[src/mipsSettings.svh]
`ifndef MIPS_SETTINGS_SVH
`define MIPS_SETTINGS_SVH

// datapath and address width
`define MIPS_XLEN 32

// register file geometry
`define MIPS_REG_AW 5
`define MIPS_NUM_REGS 32

// first fetch after reset, boot ROM base
`define MIPS_RESET_PC 32'hbfc00000

`endif

[src/mipsPkg.sv]
`include "mipsSettings.svh"

package mipsPkg;

    typedef logic [`MIPS_XLEN-1:0] wordT;
    typedef logic [`MIPS_REG_AW-1:0] regAddrT;

    typedef enum logic [2:0] {
        ALU_ADD = 3'd0, // zero so an all-zero ctrl is harmless
        ALU_SUB = 3'd1,
        ALU_AND = 3'd2,
        ALU_OR  = 3'd3,
        ALU_XOR = 3'd4,
        ALU_SLT = 3'd5,
        ALU_LUI = 3'd6
    } aluOpT;

    // all zero means nop
    typedef struct packed {
        aluOpT aluOp;
        logic  immSel;    // operand b from imm
        logic  signExt;
        logic  dstRt;     // I-type destination
        logic  regWrite;
        logic  memRead;
        logic  memWrite;
        logic  branch;
        logic  branchNe;
        logic  jump;
    } ctrlT;

    typedef struct packed {
        wordT pc;
        wordT instr;
    } ifIdT;

    typedef struct packed {
        wordT    pc;
        ctrlT    ctrl;
        regAddrT rs;
        regAddrT rt;
        regAddrT dst;
        wordT    rsValue;
        wordT    rtValue;
        wordT    imm;      // already extended
    } idExT;

    typedef struct packed {
        wordT    pc;
        logic    regWrite;
        logic    memRead;
        logic    memWrite;
        regAddrT dst;
        wordT    aluOut;
        wordT    storeData;
    } exMemT;

endpackage

[src/decoder.sv]
module decoder (
    input  mipsPkg::wordT instr_i,
    output mipsPkg::ctrlT ctrl_o
);
    import mipsPkg::*;

    localparam logic [5:0] OpSpecial = 6'h00;
    localparam logic [5:0] OpJ       = 6'h02;
    localparam logic [5:0] OpBeq     = 6'h04;
    localparam logic [5:0] OpBne     = 6'h05;
    localparam logic [5:0] OpAddiu   = 6'h09;
    localparam logic [5:0] OpOri     = 6'h0d;
    localparam logic [5:0] OpLui     = 6'h0f;
    localparam logic [5:0] OpLw      = 6'h23;
    localparam logic [5:0] OpSw      = 6'h2b;

    localparam logic [5:0] FnAddu = 6'h21;
    localparam logic [5:0] FnSubu = 6'h23;
    localparam logic [5:0] FnAnd  = 6'h24;
    localparam logic [5:0] FnOr   = 6'h25;
    localparam logic [5:0] FnXor  = 6'h26;
    localparam logic [5:0] FnSlt  = 6'h2a;

    logic [5:0] opcode;
    logic [5:0] funct;
    ctrlT dec;

    assign opcode = instr_i[31:26];
    assign funct  = instr_i[5:0];

    always_comb begin
        dec = '0;
        case (opcode)
            OpSpecial: begin
                dec.regWrite = 1'b1;
                case (funct)
                    FnAddu:  dec.aluOp = ALU_ADD;
                    FnSubu:  dec.aluOp = ALU_SUB;
                    FnAnd:   dec.aluOp = ALU_AND;
                    FnOr:    dec.aluOp = ALU_OR;
                    FnXor:   dec.aluOp = ALU_XOR;
                    FnSlt:   dec.aluOp = ALU_SLT;
                    default: dec.regWrite = 1'b0; // sll $0 and friends
                endcase
            end
            OpAddiu: dec = '{aluOp: ALU_ADD, immSel: 1'b1, signExt: 1'b1, dstRt: 1'b1,
                             regWrite: 1'b1, default: 1'b0};
            OpOri:   dec = '{aluOp: ALU_OR, immSel: 1'b1, dstRt: 1'b1, regWrite: 1'b1,
                             default: 1'b0};
            OpLui:   dec = '{aluOp: ALU_LUI, immSel: 1'b1, dstRt: 1'b1, regWrite: 1'b1,
                             default: 1'b0};
            OpLw:    dec = '{aluOp: ALU_ADD, immSel: 1'b1, signExt: 1'b1, dstRt: 1'b1,
                             regWrite: 1'b1, memRead: 1'b1, default: 1'b0};
            OpSw:    dec = '{aluOp: ALU_ADD, immSel: 1'b1, signExt: 1'b1, memWrite: 1'b1,
                             default: 1'b0};
            OpBeq:   dec = '{aluOp: ALU_ADD, signExt: 1'b1, branch: 1'b1, default: 1'b0};
            OpBne:   dec = '{aluOp: ALU_ADD, signExt: 1'b1, branch: 1'b1, branchNe: 1'b1,
                             default: 1'b0};
            OpJ:     dec.jump = 1'b1;
            default: dec = '0;
        endcase
        // writes to $0 vanish here
        if ((dec.dstRt ? instr_i[20:16] : instr_i[15:11]) == '0) begin
            dec.regWrite = 1'b0;
        end
    end

    assign ctrl_o = dec;

endmodule

[src/regFile.sv]
`include "mipsSettings.svh"

module regFile (
    input  logic             clk,
    input  logic             rstN_i,
    input  logic             we_i,
    input  mipsPkg::regAddrT wa_i,
    input  mipsPkg::wordT    wd_i,
    input  mipsPkg::regAddrT ra1_i,
    input  mipsPkg::regAddrT ra2_i,
    output mipsPkg::wordT    rd1_o,
    output mipsPkg::wordT    rd2_o
);
    import mipsPkg::*;

    wordT regs [1:`MIPS_NUM_REGS-1]; // $0 is not stored

    always_ff @(posedge clk) begin
        if (we_i && wa_i != '0) begin
            regs[wa_i] <= wd_i;
        end
    end

    // write-through so D sees the value M writes this cycle
    assign rd1_o = (ra1_i == '0) ? '0 : (we_i && ra1_i == wa_i) ? wd_i : regs[ra1_i];
    assign rd2_o = (ra2_i == '0) ? '0 : (we_i && ra2_i == wa_i) ? wd_i : regs[ra2_i];

    // decoder is expected to have dropped these
    noZeroWrite: assert property (@(posedge clk) disable iff (!rstN_i) we_i |-> wa_i != '0)
        else $error("register file write to $0");

endmodule

[src/stageReg.sv]
module stageReg #(
    parameter type payloadT = logic
) (
    input  logic    clk,
    input  logic    rstN_i,
    input  logic    hold_i,
    input  logic    clear_i,
    input  payloadT d_i,
    output payloadT q_o
);

    // zero payload is a bubble
    always_ff @(posedge clk or negedge rstN_i) begin
        if (!rstN_i) begin
            q_o <= '0;
        end else if (!hold_i) begin
            if (clear_i) begin
                q_o <= '0;
            end else begin
                q_o <= d_i;
            end
        end
    end

endmodule

[src/alu.sv]
module alu (
    input  mipsPkg::aluOpT op_i,
    input  mipsPkg::wordT  a_i,
    input  mipsPkg::wordT  b_i,
    output mipsPkg::wordT  y_o
);
    import mipsPkg::*;

    logic lessThan;

    assign lessThan = $signed(a_i) < $signed(b_i);

    always_comb begin
        case (op_i)
            ALU_ADD: y_o = a_i + b_i; // wraps, no overflow trap
            ALU_SUB: y_o = a_i - b_i;
            ALU_AND: y_o = a_i & b_i;
            ALU_OR:  y_o = a_i | b_i;
            ALU_XOR: y_o = a_i ^ b_i;
            ALU_SLT: y_o = {{($bits(wordT) - 1){1'b0}}, lessThan};
            ALU_LUI: y_o = b_i << 16;
            default: y_o = '0;
        endcase
    end

endmodule

[src/hazardUnit.sv]
module hazardUnit (
    input  mipsPkg::regAddrT rsD_i,
    input  mipsPkg::regAddrT rtD_i,
    input  mipsPkg::regAddrT rsE_i,
    input  mipsPkg::regAddrT rtE_i,
    input  mipsPkg::regAddrT dstE_i,
    input  mipsPkg::regAddrT dstM_i,
    input  logic             regWriteM_i,
    input  logic             memReadE_i,
    input  logic             takenE_i,
    input  logic             iStall_i,
    input  logic             dStall_i,
    output logic             freeze_o,
    output logic             stallD_o,
    output logic             flushD_o,
    output logic             flushE_o,
    output logic             fwdA_o,
    output logic             fwdB_o
);
    logic loadUse;

    assign freeze_o = iStall_i | dStall_i; // either port busy stops everything

    // load in E feeding D, one bubble then write-through covers it
    assign loadUse = memReadE_i && dstE_i != '0 && (dstE_i == rsD_i || dstE_i == rtD_i);

    assign stallD_o = loadUse;
    assign flushE_o = loadUse;
    assign flushD_o = takenE_i; // drop the fetch after the delay slot

    // regWrite already implies dst != $0
    assign fwdA_o = regWriteM_i && dstM_i == rsE_i;
    assign fwdB_o = regWriteM_i && dstM_i == rtE_i;

    // E holds either a load or a branch, never both
    always_comb begin
        if (!freeze_o) begin
            assert (!(flushD_o && stallD_o))
                else $error("branch flush and load-use stall together");
        end
    end

endmodule

[src/datapath.sv]
`include "mipsSettings.svh"

module datapath (
    input  logic             clk,
    input  logic             rstN_i,
    input  logic             iStall_i,
    input  logic             dStall_i,
    output mipsPkg::wordT    pcF_o,
    output logic             instEnF_o,
    input  mipsPkg::wordT    instrF_i,
    output logic             memEnM_o,
    output mipsPkg::wordT    memAddrM_o,
    output logic [3:0]       memWenM_o,
    output mipsPkg::wordT    memWdataM_o,
    input  mipsPkg::wordT    memRdataM_i,
    output mipsPkg::wordT    debugWbPc_o,
    output logic [3:0]       debugWbRfWen_o,
    output mipsPkg::regAddrT debugWbRfWnum_o,
    output mipsPkg::wordT    debugWbRfWdata_o
);
    import mipsPkg::*;

    logic freeze;
    logic stallD;
    logic flushD;
    logic flushE;
    logic fwdA;
    logic fwdB;
    logic takenE;
    logic rfWenM;
    wordT pcF;
    wordT pcNext;
    wordT pcPlus4F;
    wordT pcPlus4D;
    wordT jumpTargetD;
    wordT immD;
    wordT rd1D;
    wordT rd2D;
    wordT rsValE;
    wordT rtValE;
    wordT aluBE;
    wordT aluOutE;
    wordT branchTargetE;
    wordT resultM;
    regAddrT rsD;
    regAddrT rtD;
    regAddrT dstD;
    ctrlT ctrlD;
    ifIdT ifIdF;
    ifIdT ifIdD;
    idExT idExD;
    idExT idExE;
    exMemT exMemE;
    exMemT exMemM;

    hazardUnit hazard (
        .rsD_i(rsD), .rtD_i(rtD), .rsE_i(idExE.rs), .rtE_i(idExE.rt),
        .dstE_i(idExE.dst), .dstM_i(exMemM.dst), .regWriteM_i(exMemM.regWrite),
        .memReadE_i(idExE.ctrl.memRead), .takenE_i(takenE),
        .iStall_i(iStall_i), .dStall_i(dStall_i),
        .freeze_o(freeze), .stallD_o(stallD), .flushD_o(flushD), .flushE_o(flushE),
        .fwdA_o(fwdA), .fwdB_o(fwdB)
    );

    // F
    assign pcPlus4F = pcF + 32'd4;
    // a taken branch in E outranks J in D, which would be its delay slot
    assign pcNext = takenE ? branchTargetE : ctrlD.jump ? jumpTargetD : pcPlus4F;

    always_ff @(posedge clk or negedge rstN_i) begin
        if (!rstN_i) begin
            pcF <= `MIPS_RESET_PC;
        end else if (!(freeze || stallD)) begin
            pcF <= pcNext;
        end
    end

    assign pcF_o     = pcF;
    assign instEnF_o = ~flushD; // fetch is thrown away on a taken branch
    assign ifIdF     = '{pc: pcF, instr: instrF_i};

    stageReg #(.payloadT(ifIdT)) ifIdReg (
        .clk(clk), .rstN_i(rstN_i), .hold_i(freeze || stallD), .clear_i(flushD),
        .d_i(ifIdF), .q_o(ifIdD)
    );

    // D
    decoder decoderD (.instr_i(ifIdD.instr), .ctrl_o(ctrlD));

    assign rsD  = ifIdD.instr[25:21];
    assign rtD  = ifIdD.instr[20:16];
    assign dstD = ctrlD.dstRt ? rtD : ifIdD.instr[15:11];
    assign immD = ctrlD.signExt ? {{16{ifIdD.instr[15]}}, ifIdD.instr[15:0]}
                                : {16'b0, ifIdD.instr[15:0]};
    assign pcPlus4D    = ifIdD.pc + 32'd4;
    assign jumpTargetD = {pcPlus4D[31:28], ifIdD.instr[25:0], 2'b00};

    regFile regFileD (
        .clk(clk), .rstN_i(rstN_i), .we_i(rfWenM), .wa_i(exMemM.dst), .wd_i(resultM),
        .ra1_i(rsD), .ra2_i(rtD), .rd1_o(rd1D), .rd2_o(rd2D)
    );

    assign idExD = '{pc: ifIdD.pc, ctrl: ctrlD, rs: rsD, rt: rtD, dst: dstD,
                     rsValue: rd1D, rtValue: rd2D, imm: immD};

    stageReg #(.payloadT(idExT)) idExReg (
        .clk(clk), .rstN_i(rstN_i), .hold_i(freeze), .clear_i(flushE),
        .d_i(idExD), .q_o(idExE)
    );

    // E
    assign rsValE = fwdA ? exMemM.aluOut : idExE.rsValue;
    assign rtValE = fwdB ? exMemM.aluOut : idExE.rtValue;
    assign aluBE  = idExE.ctrl.immSel ? idExE.imm : rtValE;

    alu aluE (.op_i(idExE.ctrl.aluOp), .a_i(rsValE), .b_i(aluBE), .y_o(aluOutE));

    assign takenE = idExE.ctrl.branch && ((rsValE == rtValE) != idExE.ctrl.branchNe);
    assign branchTargetE = idExE.pc + 32'd4 + {idExE.imm[29:0], 2'b00};

    assign exMemE = '{pc: idExE.pc, regWrite: idExE.ctrl.regWrite,
                      memRead: idExE.ctrl.memRead, memWrite: idExE.ctrl.memWrite,
                      dst: idExE.dst, aluOut: aluOutE, storeData: rtValE};

    stageReg #(.payloadT(exMemT)) exMemReg (
        .clk(clk), .rstN_i(rstN_i), .hold_i(freeze), .clear_i(1'b0),
        .d_i(exMemE), .q_o(exMemM)
    );

    // M stage writes the register file
    assign memEnM_o    = exMemM.memRead | exMemM.memWrite;
    assign memAddrM_o  = exMemM.aluOut;
    assign memWenM_o   = {4{exMemM.memWrite & ~freeze}}; // word stores only
    assign memWdataM_o = exMemM.storeData;
    assign resultM     = exMemM.memRead ? memRdataM_i : exMemM.aluOut;
    assign rfWenM      = exMemM.regWrite & ~freeze;

    assign debugWbPc_o      = exMemM.pc;
    assign debugWbRfWen_o   = {4{rfWenM}};
    assign debugWbRfWnum_o  = exMemM.dst;
    assign debugWbRfWdata_o = resultM;

    // a frozen core keeps every stage record in place
    frozenHolds: assert property (@(posedge clk) disable iff (!rstN_i)
        freeze |=> $stable(ifIdD) && $stable(idExE) && $stable(exMemM))
        else $error("stage record changed while frozen");

endmodule

[config.mk]
export PLATFORM = sky130hd
export DESIGN_NAME = datapath
export DESIGN_NICKNAME = d
export VERILOG_FILES = /design/src/mipsPkg.sv /design/src/decoder.sv /design/src/regFile.sv /design/src/stageReg.sv /design/src/alu.sv /design/src/hazardUnit.sv /design/src/datapath.sv
export VERILOG_INCLUDE_DIRS = /design/src
export SDC_FILE = /design/constraint.sdc
export NUM_CORES = 2
export LEC_CHECK = 0
export BUFFER_PORTS_ARGS = -buffer_cell sky130_fd_sc_hd__buf_2
export CAP_MARGIN = 20
export CORE_MARGIN = 2
export CORE_UTILIZATION = 50
export DETAILED_ROUTE_END_ITERATION = 6
export PLACE_DENSITY = 0.78
export REMOVE_ABC_BUFFERS = 1
export SETUP_SLACK_MARGIN = 0.2
export SYNTH_ARGS = -nofsm -noshare
export SYNTH_HDL_FRONTEND = slang
export SYNTH_SLANG_ARGS = --single-unit
[constraint.sdc]
create_clock -name clk -period 5.4 [get_ports clk]
set_input_delay 0.27 -clock clk [delete_from_list [all_inputs] [get_ports clk]]
set_output_delay 0.27 -clock clk [all_outputs]
set_load 0.01 [all_outputs]
==> summary.txt <==
Power
  – Pwr Density: 430 nW/um^2
  – Cell internal power dissipation: 21.9 mW
  – Peak ir drop on the vdd network: 0.411 mV
  – Combinational fraction of design power: 30.9%
  – Switching portion of total power: 35.6%
  – Post-layout total power: 34.1 mW
  – Net Switching: 12.1 mW
  – Cell leakage power: 29.3 nW
  – Clock group share of total power: 28.5%
  – Sequential cell fraction of total power: 40.6%

Die
  – Core area: 140000 um^2
  – Vertical extent of the die: 379 um
  – Die Outline Area: 144000 um^2
  – I/O Pins: 243
  – Horizontal die dimension: 379 um
  – Initial cell density of the core: 50.4%
  – Number of cell rows: 137

Setup path
  – Setup slack, reg-to-reg: 0.41 ns
  – Worst r2r path cells: 18
  – Required time at the worst-slack endpoint: 5.13 ns
  – Element type at the critical path start: flop
  – Classification of the worst setup path: reg2out
  – Worst r2r src: exMemReg.q_o[64]$_DFFE_PN0N_
  – Worst flop-to-flop path endpoint: exMemReg.q_o[32]$_DFFE_PN0N_
  – Setup crit end kind: output pin
  – Critical Path Fanout Max: 40
  – Arrival time of data at the critical path endpoint: 4.82 ns

Timing
  – RSZ-0062 raised after global routing: no
  – Summed negative setup slack over all endpoints: 0 ns
  – Final hold violation count: 0
  – Worst Tran Pin Value: 1.18 ns
  – Shortest period the worst path allows: 5.09 ns
  – Clock skew: 0.0676 ns
  – Tcrit/Tclk final: 94.2%
  – Hold_ws: 0.0719 ns
  – Total count of max-transition violations in the final report: 0
  – Max-Slew Margin vs Limit: 20.9%
  – Fmax: 197 MHz
  – Setup violations, final: 0

Yosys
  – Synth unique cells: 83
  – Cell types occupying the most area after synthesis: sky130_fd_sc_hd__edfxtp_1 (42%), sky130_fd_sc_hd__mux4_2 (13%), sky130_fd_sc_hd__dfrtp_1 (12%)
  – Mapped Avg Cell Area: 13.0 um^2
  – Cell type with the largest total area after synthesis: sky130_fd_sc_hd__edfxtp_1
  – Seq cells post-synth: 1329
  – Proportion of synthesized flip-flops having asynchronous set or reset: 25.4%
  – Commonest register cell after synthesis: sky130_fd_sc_hd__edfxtp_1
  – Proportion of netlist area held by the largest area contributor: 42.3%
  – Cell count after synthesis: 5426
  – EDFF count, synth: 992
  – Syn. warnings: 0
  – Post-synthesis sequential area ratio: 54.3%
  – Cell area after synthesis: 70400 um^2

Clock network
  – CTS HTree Levels: 4
  – Number of buffers inserted during clock tree synthesis: 141
  – Clock tree from TritonCTS: done
  – Worst-skew pair later-pin latency: 0.82 ns
  – Max Buffers Root-to-Sink: 3
  – Clock Sinks: 1329
  – Cell chosen for the clock root: sky130_fd_sc_hd__clkbuf_16
  – Clock-pin transition on the worst setup and hold timing paths: 0.06 ns

Cells and area
  – Number of nets in the layout: 5802
  – Most used cells in the layout excluding fill and tap cells: sky130_fd_sc_hd__edfxtp_1 (992), sky130_fd_sc_hd__nand2_1 (567), sky130_fd_sc_hd__mux4_2 (420)
  – Commonest non-fill, non-tap cell in the layout: sky130_fd_sc_hd__edfxtp_1
  – Fraction of layout instances using a drive strength above 1: 22.9%
  – Number of standard cells in the final layout excluding fillers: 7554
  – Signed area change from the synthesized netlist to the final layout: 12.7%

Min path
  – Type of the most critical hold path: in2async

Place
  – Placed wire-length estimate: 149000 um
  – Total placed cells including tap cells: 7244
  – RePlAce Congestion: 0.998
  – Port buffer count: 242

Detailed routing
  – Antenna Violating Nets Remaining: 0
  – Via count of the routed design: 51887
  – Remaining design rule violation count: 0
  – Average wire per cell in the routed design: 31.4 um
  – DR iter-0 viols: 7951
  – Detailed-router iteration count before antenna repair: 5
  – Detail-routed via count per cell: 6.87
  – Routed WL: 237000 um

Run
  – Max-capacitance violation count: 0

GRT
  – Vias in the first global route: 50260
  – Number of antenna violations at the first check in global routing: 10
  – Gr ovfl total: 0
  – Largest net degree at the start of global routing: 180
  – First-pass GRT wire length: 341000 um
  – Global-route usage over all layers: 32.6%

Outcome
  – Outcome: complete, no violations
## critical path: stages, from the launching register on
cell,delay [ns]
sky130_fd_sc_hd__dfrtp_1,0.39
sky130_fd_sc_hd__xnor2_1,0.17
sky130_fd_sc_hd__nand2_1,0.23
sky130_fd_sc_hd__or2_4,0.38
sky130_fd_sc_hd__buf_12,0.14
sky130_fd_sc_hd__buf_6,0.22
sky130_fd_sc_hd__nor2_4,0.15
sky130_fd_sc_hd__buf_4,0.16
sky130_fd_sc_hd__a211oi_1,0.07
sky130_fd_sc_hd__a2111oi_2,0.47
sky130_fd_sc_hd__nand4_1,0.31
sky130_fd_sc_hd__or4_4,0.65
sky130_fd_sc_hd__mux2i_4,0.22
sky130_fd_sc_hd__buf_12,0.16
sky130_fd_sc_hd__inv_2,0.11
sky130_fd_sc_hd__buf_2,0.16
## flip-flops by register name, indices dropped and copies added (netlist names)
register and flops:
exMemReg.q_o 104, idExReg.q_o 137, ifIdReg.q_o 64, pcF_o 32
regFileD.regs 992
## layout make-up
type / instances / area [um^2]
antenna: 1 / 2.50
clock buffer: 175 / 3710
clock inverter: 79 / 877
fill: 10701 / 60400
inverter: 127 / 477
multi-input combinational: 3463 / 29800
sequential: 1329 / 38300
tap: 1876 / 2350
timing repair buffer: 504 / 3860
## worst max path at each step
stage	depth (start not counted)	from	slack, ns	endpoint
final	15	exMemReg.q_o[64]$_DFFE_PN0N_	0.31	instEnF_o
after detailed placement	20	exMemReg.q_o[65]$_DFFE_PN0N_	0.21	exMemReg.q_o[62]$_DFFE_PN0N_
after global routing	15	exMemReg.q_o[67]$_DFFE_PN0N_	0.20	instEnF_o
after global placement	20	exMemReg.q_o[65]$_DFFE_PN0N_	0.30	exMemReg.q_o[60]$_DFFE_PN0N_
after CTS	14	exMemReg.q_o[65]$_DFFE_PN0N_	0.22	instEnF_o
after floorplan	7	ifIdReg.q_o[21]$_DFFE_PN0P_	-13.29	idExReg.q_o[64]$_DFFE_PN0N_
## through the flow
step	worst slack, ns	instance area (um^2)	utilization, %
after floorplan	-13.29	68000	-
after global placement	0.305	74000	53.0
after detailed placement	0.211	74000	53.0
after CTS	0.220	79100	56.6
after global routing	0.204	79300	56.8
final	0.313	79300	56.8
## what timing repair did
action,4_1_cts,5_1_grt
hold endpoints to repair,104,4
hold buffers,36,1
buffers inserted,3,7
setup endpoints to repair,2,13
pin swaps,2,9
resized for setup,5,20
cloned,2,3
## layer usage
metal / GRT usage, % / vias up / share of wire [%]
met5: 0 / - / 0.038
met2: 48.3 / 4071 / 44
met3: 8.74 / 864 / 13
li1: - / 21121 / -
met1: 43.1 / 25819 / 36
met4: 19.6 / 12 / 6.9
## synthesized netlist by cell type (92+ instances only)
cell type / instances
sky130_fd_sc_hd__clkbuf_1: 278
sky130_fd_sc_hd__buf_1: 92
sky130_fd_sc_hd__nor2_1: 272
sky130_fd_sc_hd__inv_1: 124
sky130_fd_sc_hd__dfrtp_1: 328
sky130_fd_sc_hd__nor3_1: 120
sky130_fd_sc_hd__edfxtp_1: 992
sky130_fd_sc_hd__mux4_2: 420
sky130_fd_sc_hd__a21oi_1: 368
sky130_fd_sc_hd__buf_4: 111
sky130_fd_sc_hd__mux2i_1: 258
sky130_fd_sc_hd__o21ai_0: 337
sky130_fd_sc_hd__mux2_2: 94
sky130_fd_sc_hd__ha_1: 165
sky130_fd_sc_hd__nand2_1: 569
## cells by family (layout without fill, tap and decap cells)
family / count (synthesis) / after routing / share of synthesized area [%]
DFF: 1329 / 1329 / 54.3
AOI/OAI and AO/OA: 1247 / 1247 / 11.3
and+or+nand+nor: 1127 / 1129 / 6.80
muxes: 773 / 773 / 18.6
buffers and inverters: 636 / 885 / 4.12
adders and majority gates: 168 / 168 / 3.02
xor gates and xnor gates: 146 / 146 / 1.84
other: 0 / 1 / 0
## power groups by stage
stage	combinational [mW]	clock, mW	sequential (mW)
after CTS	10.2	9.77	13.8
after global placement	9.97	0	14.0
final	10.5	9.73	13.8
after detailed placement	10.1	0	14.0
after global routing	11.2	10.2	13.9
after floorplan	6.55	0	14.0
No activity file was read; power rests on OpenSTA's default activity.
